`src/ahbl_pkg.sv`:
```
/* AHB-Lite definitions: bus widths, transfer and size encodings,
   request and response payloads, and checker violation flags. */
package ahbl_pkg;

typedef logic [31:0] ahbl_addr_t;
typedef logic [31:0] ahbl_data_t;
typedef logic [2:0]  ahbl_size_t;
typedef logic [2:0]  ahbl_burst_t;
typedef logic [3:0]  ahbl_prot_t;

typedef enum logic [1:0] {
	IDLE   = 2'b00,
	BUSY   = 2'b01,
	NONSEQ = 2'b10,
	SEQ    = 2'b11
} ahbl_trans_e;

localparam ahbl_size_t  AHBL_SIZE_BYTE     = 3'd0;
localparam ahbl_size_t  AHBL_SIZE_HALF     = 3'd1;
localparam ahbl_size_t  AHBL_SIZE_WORD     = 3'd2;
localparam ahbl_burst_t AHBL_HBURST_SINGLE = 3'b000;
localparam ahbl_prot_t  AHBL_HPROT_DATA    = 4'b0011; // Data, privileged, no cache or buffer.

// Longest allowed run of wait states, 0 means no limit.
localparam int AHBL_MAX_STALL   = 16;
localparam int AHBL_STALL_CNT_W = $clog2(AHBL_MAX_STALL + 2);

typedef logic [AHBL_STALL_CNT_W-1:0] ahbl_stall_cnt_t;

typedef struct packed {
	ahbl_addr_t  haddr;
	logic        hwrite;
	ahbl_trans_e htrans;
	ahbl_size_t  hsize;
	ahbl_burst_t hburst;
	ahbl_prot_t  hprot;
	logic        hmastlock;
} ahbl_req_t;

typedef struct packed {
	logic hready;
	logic hresp;
} ahbl_rsp_t;

typedef struct packed {
	logic mst_misalign;   // Address not aligned to hsize.
	logic mst_size;       // hsize above a word.
	logic mst_burst;      // BUSY or SEQ outside a burst.
	logic mst_unstable;   // Request changed during a wait state.
	logic slv_idle_rsp;   // Wait or error with no data phase pending.
	logic slv_err_first;  // Error without its hready-low cycle.
	logic slv_err_second; // First error cycle not completed.
	logic slv_stall;      // Wait states past AHBL_MAX_STALL.
} ahbl_viol_t;

endpackage

```
`src/sbus_pkg.sv`:
```
/* Debug system-bus definitions. Sub-word data is right-aligned
   in wdata and rdata. */
package sbus_pkg;

typedef logic [31:0] sbus_addr_t;
typedef logic [31:0] sbus_data_t;
typedef logic [1:0]  sbus_size_t;

localparam sbus_size_t SBUS_SIZE_BYTE    = 2'd0;
localparam sbus_size_t SBUS_SIZE_HALF    = 2'd1;
localparam sbus_size_t SBUS_SIZE_WORD    = 2'd2;
localparam sbus_size_t SBUS_SIZE_ILLEGAL = 2'd3;

typedef struct packed {
	sbus_addr_t addr;
	logic       write;
	sbus_size_t size;
	sbus_data_t wdata;
} sbus_req_t;

typedef struct packed {
	logic       err;
	sbus_data_t rdata; // Zero for writes and rejected requests.
} sbus_rsp_t;

endpackage

```
`src/ahbl_master_checker.sv`:
```
/* AHB-Lite master checker. Flags malformed requests on sticky
   violation bits that hold until reset. */
`timescale 1ns/10ps

module ahbl_master_checker (
	input  logic                 clk,
	input  logic                 i_rst_n,
	input  ahbl_pkg::ahbl_req_t  i_req,
	input  ahbl_pkg::ahbl_rsp_t  i_rsp,
	output ahbl_pkg::ahbl_viol_t o_viol
);

logic                 active;
logic                 in_burst;
logic                 burst_q;
logic                 stall_q;
ahbl_pkg::ahbl_req_t  req_q;
ahbl_pkg::ahbl_viol_t hit;
ahbl_pkg::ahbl_viol_t hit_q;
ahbl_pkg::ahbl_viol_t viol_q;

// An address phase proper, BUSY carries no new transfer.
assign active = (i_req.htrans == ahbl_pkg::NONSEQ) || (i_req.htrans == ahbl_pkg::SEQ);

assign in_burst = (i_req.htrans == ahbl_pkg::BUSY) || (i_req.htrans == ahbl_pkg::SEQ);

// ##########################################################################
// Rules

always_comb begin
	hit = '0;
	case (i_req.hsize)
		ahbl_pkg::AHBL_SIZE_HALF: hit.mst_misalign = active && i_req.haddr[0];
		ahbl_pkg::AHBL_SIZE_WORD: hit.mst_misalign = active && (|i_req.haddr[1:0]);
		default:                  hit.mst_misalign = 1'b0;
	endcase
	hit.mst_size     = active && (i_req.hsize > ahbl_pkg::AHBL_SIZE_WORD);
	hit.mst_burst    = in_burst && !burst_q;
	hit.mst_unstable = stall_q && (i_req != req_q);
end

// ##########################################################################
// History

always_ff @(posedge clk) begin
	req_q <= i_req;
end

always_ff @(posedge clk) begin
	if (!i_rst_n) begin
		burst_q <= 1'b0;
		stall_q <= 1'b0;
	end else begin
		// Master may drop a stalled transfer once an error starts.
		stall_q <= active && !i_rsp.hready && !i_rsp.hresp;
		if (i_rsp.hready) begin
			case (i_req.htrans)
				ahbl_pkg::NONSEQ: burst_q <= (i_req.hburst != ahbl_pkg::AHBL_HBURST_SINGLE);
				ahbl_pkg::IDLE:   burst_q <= 1'b0;
				default:          burst_q <= burst_q; // Burst carries on.
			endcase
		end
	end
end

// Hits register first, then fold into the sticky flags.
always_ff @(posedge clk) begin
	if (!i_rst_n) begin
		hit_q  <= '0;
		viol_q <= '0;
	end else begin
		hit_q  <= hit;
		viol_q <= viol_q | hit_q;
	end
end

assign o_viol = viol_q;

endmodule

```
`src/ahbl_sbus_sys.sv`:
```
/* Debug system-bus subsystem: bridge onto AHB-Lite with master
   and slave protocol checkers on the bus. */
`timescale 1ns/10ps

module ahbl_sbus_sys (
	input  logic                 clk,
	input  logic                 i_rst_n,
	input  logic                 i_sbus_vld,
	input  sbus_pkg::sbus_req_t  i_sbus_req,
	output logic                 o_sbus_rdy,
	output sbus_pkg::sbus_rsp_t  o_sbus_rsp,
	output ahbl_pkg::ahbl_req_t  o_ahbl_req,
	output ahbl_pkg::ahbl_data_t o_ahbl_hwdata,
	input  ahbl_pkg::ahbl_rsp_t  i_ahbl_rsp,
	input  ahbl_pkg::ahbl_data_t i_ahbl_hrdata,
	output ahbl_pkg::ahbl_viol_t o_mst_viol,
	output ahbl_pkg::ahbl_viol_t o_slv_viol
);

sbus_ahbl_bridge bridge_i (
	.clk           (clk),
	.i_rst_n       (i_rst_n),
	.i_sbus_vld    (i_sbus_vld),
	.i_sbus_req    (i_sbus_req),
	.o_sbus_rdy    (o_sbus_rdy),
	.o_sbus_rsp    (o_sbus_rsp),
	.o_ahbl_req    (o_ahbl_req),
	.o_ahbl_hwdata (o_ahbl_hwdata),
	.i_ahbl_rsp    (i_ahbl_rsp),
	.i_ahbl_hrdata (i_ahbl_hrdata)
);

// Both checkers watch the same bus.
ahbl_master_checker mst_checker_i (
	.clk     (clk),
	.i_rst_n (i_rst_n),
	.i_req   (o_ahbl_req),
	.i_rsp   (i_ahbl_rsp),
	.o_viol  (o_mst_viol)
);

ahbl_slave_checker slv_checker_i (
	.clk     (clk),
	.i_rst_n (i_rst_n),
	.i_req   (o_ahbl_req),
	.i_rsp   (i_ahbl_rsp),
	.o_viol  (o_slv_viol)
);

endmodule

```
`src/ahbl_slave_checker.sv`:
```
/* AHB-Lite slave checker. Tracks the pending data phase and flags
   malformed responses on sticky violation bits. */
`timescale 1ns/10ps

module ahbl_slave_checker (
	input  logic                 clk,
	input  logic                 i_rst_n,
	input  ahbl_pkg::ahbl_req_t  i_req,
	input  ahbl_pkg::ahbl_rsp_t  i_rsp,
	output ahbl_pkg::ahbl_viol_t o_viol
);

logic                      active;
logic                      pending_q;
logic                      err1_q;
ahbl_pkg::ahbl_stall_cnt_t stall_cnt;
ahbl_pkg::ahbl_viol_t      hit;
ahbl_pkg::ahbl_viol_t      hit_q;
ahbl_pkg::ahbl_viol_t      viol_q;

assign active = (i_req.htrans == ahbl_pkg::NONSEQ) || (i_req.htrans == ahbl_pkg::SEQ);

// ##########################################################################
// Rules

always_comb begin
	hit = '0;
	hit.slv_idle_rsp   = !pending_q && (!i_rsp.hready || i_rsp.hresp);
	hit.slv_err_first  = pending_q && i_rsp.hresp && i_rsp.hready && !err1_q;
	hit.slv_err_second = err1_q && !(i_rsp.hresp && i_rsp.hready);
	hit.slv_stall      = (ahbl_pkg::AHBL_MAX_STALL != 0) && pending_q && !i_rsp.hready
		&& (stall_cnt >= ahbl_pkg::AHBL_MAX_STALL);
end

// ##########################################################################
// Data phase tracking

always_ff @(posedge clk) begin
	if (!i_rst_n) begin
		pending_q <= 1'b0;
		err1_q    <= 1'b0;
		stall_cnt <= '0;
	end else begin
		if (i_rsp.hready)
			pending_q <= active; // Address phase accepted.
		err1_q <= pending_q && i_rsp.hresp && !i_rsp.hready;
		if (!pending_q || i_rsp.hready)
			stall_cnt <= '0;
		else if (stall_cnt < ahbl_pkg::AHBL_MAX_STALL)
			stall_cnt <= stall_cnt + 1'b1; // Saturates at the limit.
	end
end

always_ff @(posedge clk) begin
	if (!i_rst_n) begin
		hit_q  <= '0;
		viol_q <= '0;
	end else begin
		hit_q  <= hit;
		viol_q <= viol_q | hit_q;
	end
end

assign o_viol = viol_q;

endmodule

```
`src/sbus_ahbl_bridge.sv`:
```
/* Debug system-bus to AHB-Lite bridge. Each legal request becomes
   one single NONSEQ transfer; illegal ones are answered locally. */
`timescale 1ns/10ps

module sbus_ahbl_bridge (
	input  logic                 clk,
	input  logic                 i_rst_n,
	input  logic                 i_sbus_vld,
	input  sbus_pkg::sbus_req_t  i_sbus_req,
	output logic                 o_sbus_rdy,
	output sbus_pkg::sbus_rsp_t  o_sbus_rsp,
	output ahbl_pkg::ahbl_req_t  o_ahbl_req,
	output ahbl_pkg::ahbl_data_t o_ahbl_hwdata,
	input  ahbl_pkg::ahbl_rsp_t  i_ahbl_rsp,
	input  ahbl_pkg::ahbl_data_t i_ahbl_hrdata
);

typedef enum logic [1:0] {
	IDLE,
	ADDR,
	DATA,
	RESP
} state_e;

state_e               state;
logic                 misalign;
logic                 req_ok;
ahbl_pkg::ahbl_req_t  ctl_q;
ahbl_pkg::ahbl_data_t wdata_q;
ahbl_pkg::ahbl_data_t rd_shift;
ahbl_pkg::ahbl_data_t rd_data;
sbus_pkg::sbus_rsp_t  rsp_q;

// ##########################################################################
// Request check

always_comb begin
	case (i_sbus_req.size)
		sbus_pkg::SBUS_SIZE_HALF: misalign = i_sbus_req.addr[0];
		sbus_pkg::SBUS_SIZE_WORD: misalign = |i_sbus_req.addr[1:0];
		default:                  misalign = 1'b0;
	endcase
end

assign req_ok = (i_sbus_req.size != sbus_pkg::SBUS_SIZE_ILLEGAL) && !misalign;

// ##########################################################################
// Transfer FSM

always_ff @(posedge clk) begin
	if (!i_rst_n) begin
		state <= IDLE;
		ctl_q <= '0; // htrans comes out of reset as IDLE.
	end else begin
		case (state)
			IDLE: begin
				if (i_sbus_vld && req_ok) begin
					state           <= ADDR;
					ctl_q.haddr     <= i_sbus_req.addr;
					ctl_q.hwrite    <= i_sbus_req.write;
					ctl_q.htrans    <= ahbl_pkg::NONSEQ;
					ctl_q.hsize     <= {1'b0, i_sbus_req.size};
					ctl_q.hburst    <= ahbl_pkg::AHBL_HBURST_SINGLE;
					ctl_q.hprot     <= ahbl_pkg::AHBL_HPROT_DATA;
					ctl_q.hmastlock <= 1'b0;
				end else if (i_sbus_vld) begin
					state <= RESP; // Rejected, never reaches the bus.
				end
			end
			ADDR: begin
				if (i_ahbl_rsp.hready) begin
					state        <= DATA;
					ctl_q.htrans <= ahbl_pkg::IDLE;
				end
			end
			DATA: begin
				if (i_ahbl_rsp.hready)
					state <= RESP;
			end
			default: state <= IDLE;
		endcase
	end
end

// Read data comes back on the byte lanes of the address.
always_comb begin
	rd_shift = i_ahbl_hrdata >> {ctl_q.haddr[1:0], 3'b000};
	case (ctl_q.hsize)
		ahbl_pkg::AHBL_SIZE_BYTE: rd_data = {24'h0, rd_shift[7:0]};
		ahbl_pkg::AHBL_SIZE_HALF: rd_data = {16'h0, rd_shift[15:0]};
		default:                  rd_data = rd_shift;
	endcase
end

always_ff @(posedge clk) begin
	if (state == IDLE && i_sbus_vld) begin
		case (i_sbus_req.size)
			sbus_pkg::SBUS_SIZE_BYTE: wdata_q <= {4{i_sbus_req.wdata[7:0]}};
			sbus_pkg::SBUS_SIZE_HALF: wdata_q <= {2{i_sbus_req.wdata[15:0]}};
			default:                  wdata_q <= i_sbus_req.wdata;
		endcase
		rsp_q.err   <= !req_ok;
		rsp_q.rdata <= '0;
	end else if (state == DATA && i_ahbl_rsp.hready) begin
		rsp_q.err   <= i_ahbl_rsp.hresp; // Second error cycle.
		rsp_q.rdata <= ctl_q.hwrite ? '0 : rd_data;
	end
end

assign o_sbus_rdy    = (state == RESP);
assign o_sbus_rsp    = rsp_q;
assign o_ahbl_req    = ctl_q;
assign o_ahbl_hwdata = wdata_q;

endmodule

```
`config.mk`:
```
export PLATFORM = sky130hd
export DESIGN_NAME = ahbl_sbus_sys
export DESIGN_NICKNAME = d
export VERILOG_FILES = /design/src/ahbl_pkg.sv /design/src/sbus_pkg.sv /design/src/ahbl_master_checker.sv /design/src/ahbl_sbus_sys.sv /design/src/ahbl_slave_checker.sv /design/src/sbus_ahbl_bridge.sv
export SDC_FILE = /design/constraint.sdc
export NUM_CORES = 1
export LEC_CHECK = 0
export ABC_AREA = 1
export ABC_CLOCK_PERIOD_IN_PS = 4100
export BUFFER_PORTS_ARGS = -buffer_cell sky130_fd_sc_hd__buf_2
export CORE_ASPECT_RATIO = 1.2
export CORE_MARGIN = 3
export CORE_UTILIZATION = 40
export CTS_CLUSTER_SIZE = 20
export DETAILED_ROUTE_END_ITERATION = 16
export HOLD_SLACK_MARGIN = 0.15
export PLACE_DENSITY = 0.65
export SETUP_SLACK_MARGIN = 0.2
export SLEW_MARGIN = 20
export SYNTH_ARGS = -nofsm -noshare
export SYNTH_HDL_FRONTEND = slang
export SYNTH_SLANG_ARGS = --single-unit
```
`constraint.sdc`:
```
create_clock -name clk -period 4.1 [get_ports clk]
set_clock_uncertainty 0.2 [all_clocks]
set_input_delay 0.205 -clock clk [delete_from_list [all_inputs] [get_ports clk]]
set_output_delay 0.205 -clock clk [all_outputs]
set_load 0.005 [all_outputs]
```
# ---- Word-level counts from Yosys, hierarchy flattened
# Cells that the tools add are included.
dict set report classes {
  n_reduce_logical 47
  shifts 1
  n_bitwise 3
  muxes 16
  magnitude_cmp 3
  n_eq_ne 16
  n_addsub 1
}
# op n
set op_table {}
lappend op_table {{32-bit one-hot mux with 2 select lines} 2}
lappend op_table {{33-bit two-way mux} 2}
lappend op_table {{39-bit != test} 1}
lappend op_table {{32-bit two-way mux} 1}
lappend op_table {{32-bit by 5-bit right shift with 32-bit output} 1}
lappend op_table {{1-bit logical AND} 20}
lappend op_table {{8-bit bitwise OR} 2}
lappend op_table {{13-bit two-way mux} 1}
lappend op_table {{2-bit == test, second input constant} 6}
lappend op_table {{2-bit two-way mux} 5}
lappend op_table {{2-bit by 1-bit == test with 1-bit output, second input constant} 4}
lappend op_table {{1-bit logical NOT} 8}
lappend op_table {{2-bit OR reduction} 4}
lappend op_table {{2-bit logical NOT} 3}
lappend op_table {{2-bit != test, second input constant} 3}
lappend op_table {{2-bit one-hot mux with 3 select lines} 1}
lappend op_table {{3-bit AND reduction} 2}
lappend op_table {{2-bit nonzero test} 3}
lappend op_table {{5-bit by 1-bit adder with 5-bit output, second input constant} 1}
lappend op_table {{5-bit >= comparator, second input constant} 1}
lappend op_table {{5-bit < comparator, second input constant} 1}
lappend op_table {{1-bit logical OR} 4}
lappend op_table {{1-bit one-hot mux with 2 select lines} 2}
lappend op_table {{2-bit one-hot mux with 2 select lines} 1}
lappend op_table {{7 further kinds} 8}
dict set report totals {
  reg_bits 180
  input_bits 104
  wordCells 134
  out_inout_bits 128
}

# ---- Depth between registers and ports, before layout
dict set report logic_depth {
  ltp_word 7
  ltp_mapped 10
  ltp_nobuf 10
}

# ---- Hierarchy
# From an unflattened synthesis, not the netlist that was laid out.
dict set report unflattened {
  hier_cells 931
  hier_area_um2 7299.5
}
# mod seq_area_each_um2 n_inst area_each_um2 cells_per_inst
set by_module_without_submodules {}
lappend by_module_without_submodules {sbus_ahbl_bridge 2412.3 1 4645.7 582}
lappend by_module_without_submodules {ahbl_master_checker 1121.1 1 2112.0 288}
lappend by_module_without_submodules {ahbl_slave_checker 300.3 1 541.8 61}

# ---- Worst setup path after synthesis
# Ideal clock, no wire load.
dict set report synth_path {
  path_kind {register to register}
  start {register bridge_i.state[0]}
  end {register bridge_i.wdata_q[0], in the netlist bridge_i.o_ahbl_hwdata[0], enable pin}
  required_ps 3491
  synth_period_minus_slack_ps 2552
  t_arrival_ps 1943
  stages_incl_launch_ff 7
  setup_slack_ps 1548
  setup_time_ps 409
  path_buffers 2
  cell_sequence {dfxtp_1 inv_1 ha_1 buf_2 nand2_4 inv_2 clkbuf_1}
}
dict set report synth_between {
  elab_chain_len 2
}
# item line
set synth_lines {}
lappend synth_lines {{start, declared} sbus_ahbl_bridge.sv:25} ;# state_e state;
lappend synth_lines {{start signal, assigned} sbus_ahbl_bridge.sv:52} ;# state <= IDLE;
lappend synth_lines {{start signal, assigned} sbus_ahbl_bridge.sv:58} ;# state <= ADDR;
lappend synth_lines {{start signal, assigned} sbus_ahbl_bridge.sv:67} ;# state <= RESP;
lappend synth_lines {{2-bit logical NOT} sbus_ahbl_bridge.sv:96} ;# if (state == IDLE && i_sbus_vld) begin
lappend synth_lines {{1-bit logical AND} sbus_ahbl_bridge.sv:96}
lappend synth_lines {{end signal, assigned} sbus_ahbl_bridge.sv:98} ;# sbus_pkg::SBUS_SIZE_BYTE: wdata_q <= {4{i_sbus_req.wdata[7:0]}};
lappend synth_lines {{end signal, assigned} sbus_ahbl_bridge.sv:99} ;# sbus_pkg::SBUS_SIZE_HALF: wdata_q <= {2{i_sbus_req.wdata[15:0]}};
lappend synth_lines {{end signal, assigned} sbus_ahbl_bridge.sv:100} ;# default: wdata_q <= i_sbus_req.wdata;
lappend synth_lines {{end, declared} sbus_ahbl_bridge.sv:29} ;# ahbl_pkg::ahbl_data_t wdata_q;
# Every way passes these cells.
# A chain may end at the register's enable or synchronous reset.

# ---- Worst setup path in the final report
dict set report layout_path {
  start {register bridge_i.ctl_q, in the netlist bridge_i.o_ahbl_req[15]}
  end {register bridge_i.rsp_q, in the netlist bridge_i.o_sbus_rsp[0]}
}
dict set report layout_between {
  elab_chain_len 3
}
# item line
set layout_lines {}
lappend layout_lines {{start, declared} sbus_ahbl_bridge.sv:28} ;# ahbl_pkg::ahbl_req_t ctl_q;
lappend layout_lines {{32-bit by 5-bit right shift with 32-bit output} sbus_ahbl_bridge.sv:87} ;# rd_shift = i_ahbl_hrdata >> {ctl_q.haddr[1:0], 3'b000};
lappend layout_lines {{32-bit one-hot mux with 2 select lines} sbus_ahbl_bridge.sv:88} ;# case (ctl_q.hsize)
lappend layout_lines {{32-bit two-way mux} sbus_ahbl_bridge.sv:106} ;# rsp_q.rdata <= ctl_q.hwrite ? '0 : rd_data;
lappend layout_lines {{end, declared} sbus_ahbl_bridge.sv:32} ;# sbus_pkg::sbus_rsp_t rsp_q;
# Every way passes these cells.

==> summary.txt <==
Status -> complete, no violations
Sw Ratio -> 32.3%
YS warnings -> 0
Fin. Hold Viols -> 0
Comb pwr share -> 27.2%
CTS root buf -> clkbuf_16
Resized Gates After CTS -> 0
Post-route ant nets -> 0
Chip width -> 124 um
Reg-to-reg critical path endpoint -> bridge_i.o_sbus_rsp[0]
Initial antenna violation count -> 0
Largest net degree at the start of global routing -> 50
Die area -> 18400 sq um
Pwr dens -> 517 nW/um^2
CTS Buf Count -> 17
Syn-to-layout area delta -> 47.0%
RR Startpoint -> bridge_i.o_ahbl_req[15]
Final nets -> 1264
Actual slew at the worst max-slew pin -> 0.896 ns
Syn Inst Count -> 798
Post-CTS Setup Inserts -> 0
RSZ-0062 raised after global routing -> no
WHS Path Cells -> 0
Tcrit/Tclk final -> 87.8%
DP Cell Count -> 1195
Top_reg_cell synth -> dfxtp_1
DR vias -> 6431
CTS Hold Bufs -> 144
Crit-path max FO -> 22
Seq pwr share -> 43.2%
Most frequent cells in the layout -> buf_2, nand2_1, dlygate4sd3_1
Initial Util -> 41.2%
Relative slew slack -> 40.2%
Final Non-Filler Cells -> 1371
CTS tree -> yes
Tmin final -> 3.60 ns
RePlAce Congestion -> 0.832
CTS sink count -> 165
Max-cap violations -> 0
Initial DRC Count -> 478
Fillcell total -> 1416
Setup CP Type -> reg -> reg
Pre-antenna DRT Iters -> 5
Core Region -> 16300 sq um
Yosys cell types -> 35
Hold_sp -> bridge_i.o_ahbl_req[42]
CTS Buffer Depth -> 2
Cell-internal power -> 0.00346 W
Post-route DRC -> 0
Worst-Skew Late Latency -> 0.42 ns
Final TNS setup -> 0 ns
Element type at the critical path start -> flip-flop
Number of global-route vias before repair -> 6341
Die height -> 148 um
Clk network pwr share -> 29.6%
R2R Setup Slk -> 0.50 ns
Data arrival, critical path -> 3.76 ns
CTS clk-pin slew, worst paths -> 0.06 ns
Final core occ -> 60.5%
R2r worst-path depth -> 6
Via density -> 4.69
Worst VDD drop -> 0.290 mV
Htree depth -> 4
Fmax -> 0.278 GHz
Proportion of layout cells with a drive suffix above 1 -> 23.0%
#FFs+latches synth -> 165
Max-slew violation count -> 0
DR WL/cell -> 14.0 um
Post-synth EDFFs -> 33
HPWL after detailed placement -> 11700 um
Storage cell area -> 3630 sq um
Worst Hold End -> mst_checker_i.req_q[42]
Syn avg cell area -> 8.42 sq um
Leakage -> 4.72 nW
Synth Cell Area -> 6720 sq um
Gr ovfl total -> 0
PortBufs -> 215
Seq/Total Area, Yosys -> 54.0%
Count of final setup violators -> 0
Worst endpoint required time -> 4.26 ns
ANT cells -> 0
Routed wire length -> 19200 um
Hold Crit Class -> reg -> reg
Asr flop ratio synth -> 0%
Most common cell after layout, fill and taps aside -> buf_2
Multi-input logic area -> 2500 sq um
Crit. End Element -> flip-flop
GRT Total Usage -> 20.4%
Cell Rows -> 51
Net Switching -> 0.00165 W
First-pass GRT wire length -> 30900 um
I/O pins -> 232
-- sequential cells by signal, indices dropped and copies added (netlist names) --
register                 count
mst_checker_i.stall_q        1
bridge_i.o_ahbl_req         37
bridge_i.o_ahbl_hwdata      32
slv_checker_i.err1_q         1
bridge_i.o_sbus_rsp         33
bridge_i.state               2
mst_checker_i.hit_q          4
slv_checker_i.pending_q      1
mst_checker_i.req_q         37
slv_checker_i.hit_q          4
slv_checker_i.stall_cnt      5
mst_checker_i.o_viol         4
slv_checker_i.o_viol         4
-- how the worst max path moves through the flow --
stage	start	to	slack, ns	cells past startpoint
final	bridge_i.o_ahbl_req[15]	bridge_i.o_sbus_rsp[0]	0.50	6
after global routing	bridge_i.o_ahbl_req[15]	bridge_i.o_sbus_rsp[0]	0.33	6
after CTS	bridge_i.o_ahbl_req[15]	bridge_i.o_sbus_rsp[2]	0.60	6
after detailed placement	bridge_i.state[0]	bridge_i.o_sbus_rsp[31]	1.34	7
after global placement	bridge_i.state[0]	bridge_i.o_sbus_rsp[31]	1.43	7
after floorplan	bridge_i.state[0]	bridge_i.o_ahbl_hwdata[0]	1.55	6
-- worst max-delay path: stages, from the launching register on --
cell and delay [ns]:
dfxtp_1 0.90, clkinv_1 0.81, nand3_1 0.32, dlygate4sd3_1 0.60
nand3_1 0.07, dlygate4sd3_1 0.58, nand2_1 0.06
-- power groups by stage --
stage,clock (W),sequential [W],combinational (W)
after floorplan,0,0.00222,0.000754
after global placement,0,0.00223,0.00120
after detailed placement,0,0.00224,0.00120
after CTS,0.00154,0.00221,0.00138
after global routing,0.00162,0.00225,0.00156
final,0.00151,0.00221,0.00139
-- cells in the mapped netlist, types with 2 or more instances --
library cell,instances,area (sq um)
nand2_1,174,653
dfxtp_1,132,2640
inv_1,100,375
o21ai_0,70,350
a21oi_1,60,300
nor2_1,55,206
nand3_1,46,230
edfxtp_1,33,991
clkbuf_1,21,78.8
buf_4,18,135
ha_1,14,175
xor2_1,13,114
o21ai_2,10,87.6
o22ai_1,8,50.1
buf_2,7,35.0
mux2i_1,7,70.1
nor3_1,6,30.0
xnor2_1,4,35.0
nand2_4,3,33.8
buf_1,2,7.51
-- logic make-up after synthesis --
logic type      count (synthesis)  synth area share (%)
compound gates                153                  12.4
xor+xnor                       17                  2.21
fa+ha+maj                      14                  2.61
buf+inv                       151                  9.68
flops                         165                  54.0
mux                             7                  1.04
other cells                     1                0.0558
simple gates                  290                  17.9
-- per-stage QoR --
step                      area, sq um  power (W)  setup WS, ns  hold slack [ns]
after floorplan                  6780    0.00298          1.55           0.0818
after global placement           7880    0.00343          1.43            0.159
after detailed placement         7880    0.00345          1.34            0.156
after CTS                        9880    0.00513         0.602            0.167
after global routing             9880    0.00543         0.328            0.187
final                            9880    0.00511         0.501            0.173
-- cell type report --
| cell class | count | area share [%] |
|---|---|---|
| Sequential cell | 165 | 36.8 |
| Timing Repair Buffer | 362 | 25.7 |
| Multi-Input combinational cell | 498 | 25.3 |
| Clock buffer | 18 | 4.34 |
| Inverter | 102 | 3.88 |
| Tap cell | 212 | 2.68 |
| Clock inverter | 14 | 1.32 |
-- layer usage --
metal / global-route usage [%] / routed length [um] / vias to the layer above
met5: 0 / 0 / -
met4: 7.02 / 403 / 0
met3: 5.42 / 1230 / 34
met2: 36.3 / 9640 / 256
met1: 23.9 / 7890 / 2918
li1: - / - / 3223
No activity file was read; power rests on OpenSTA's default activity.
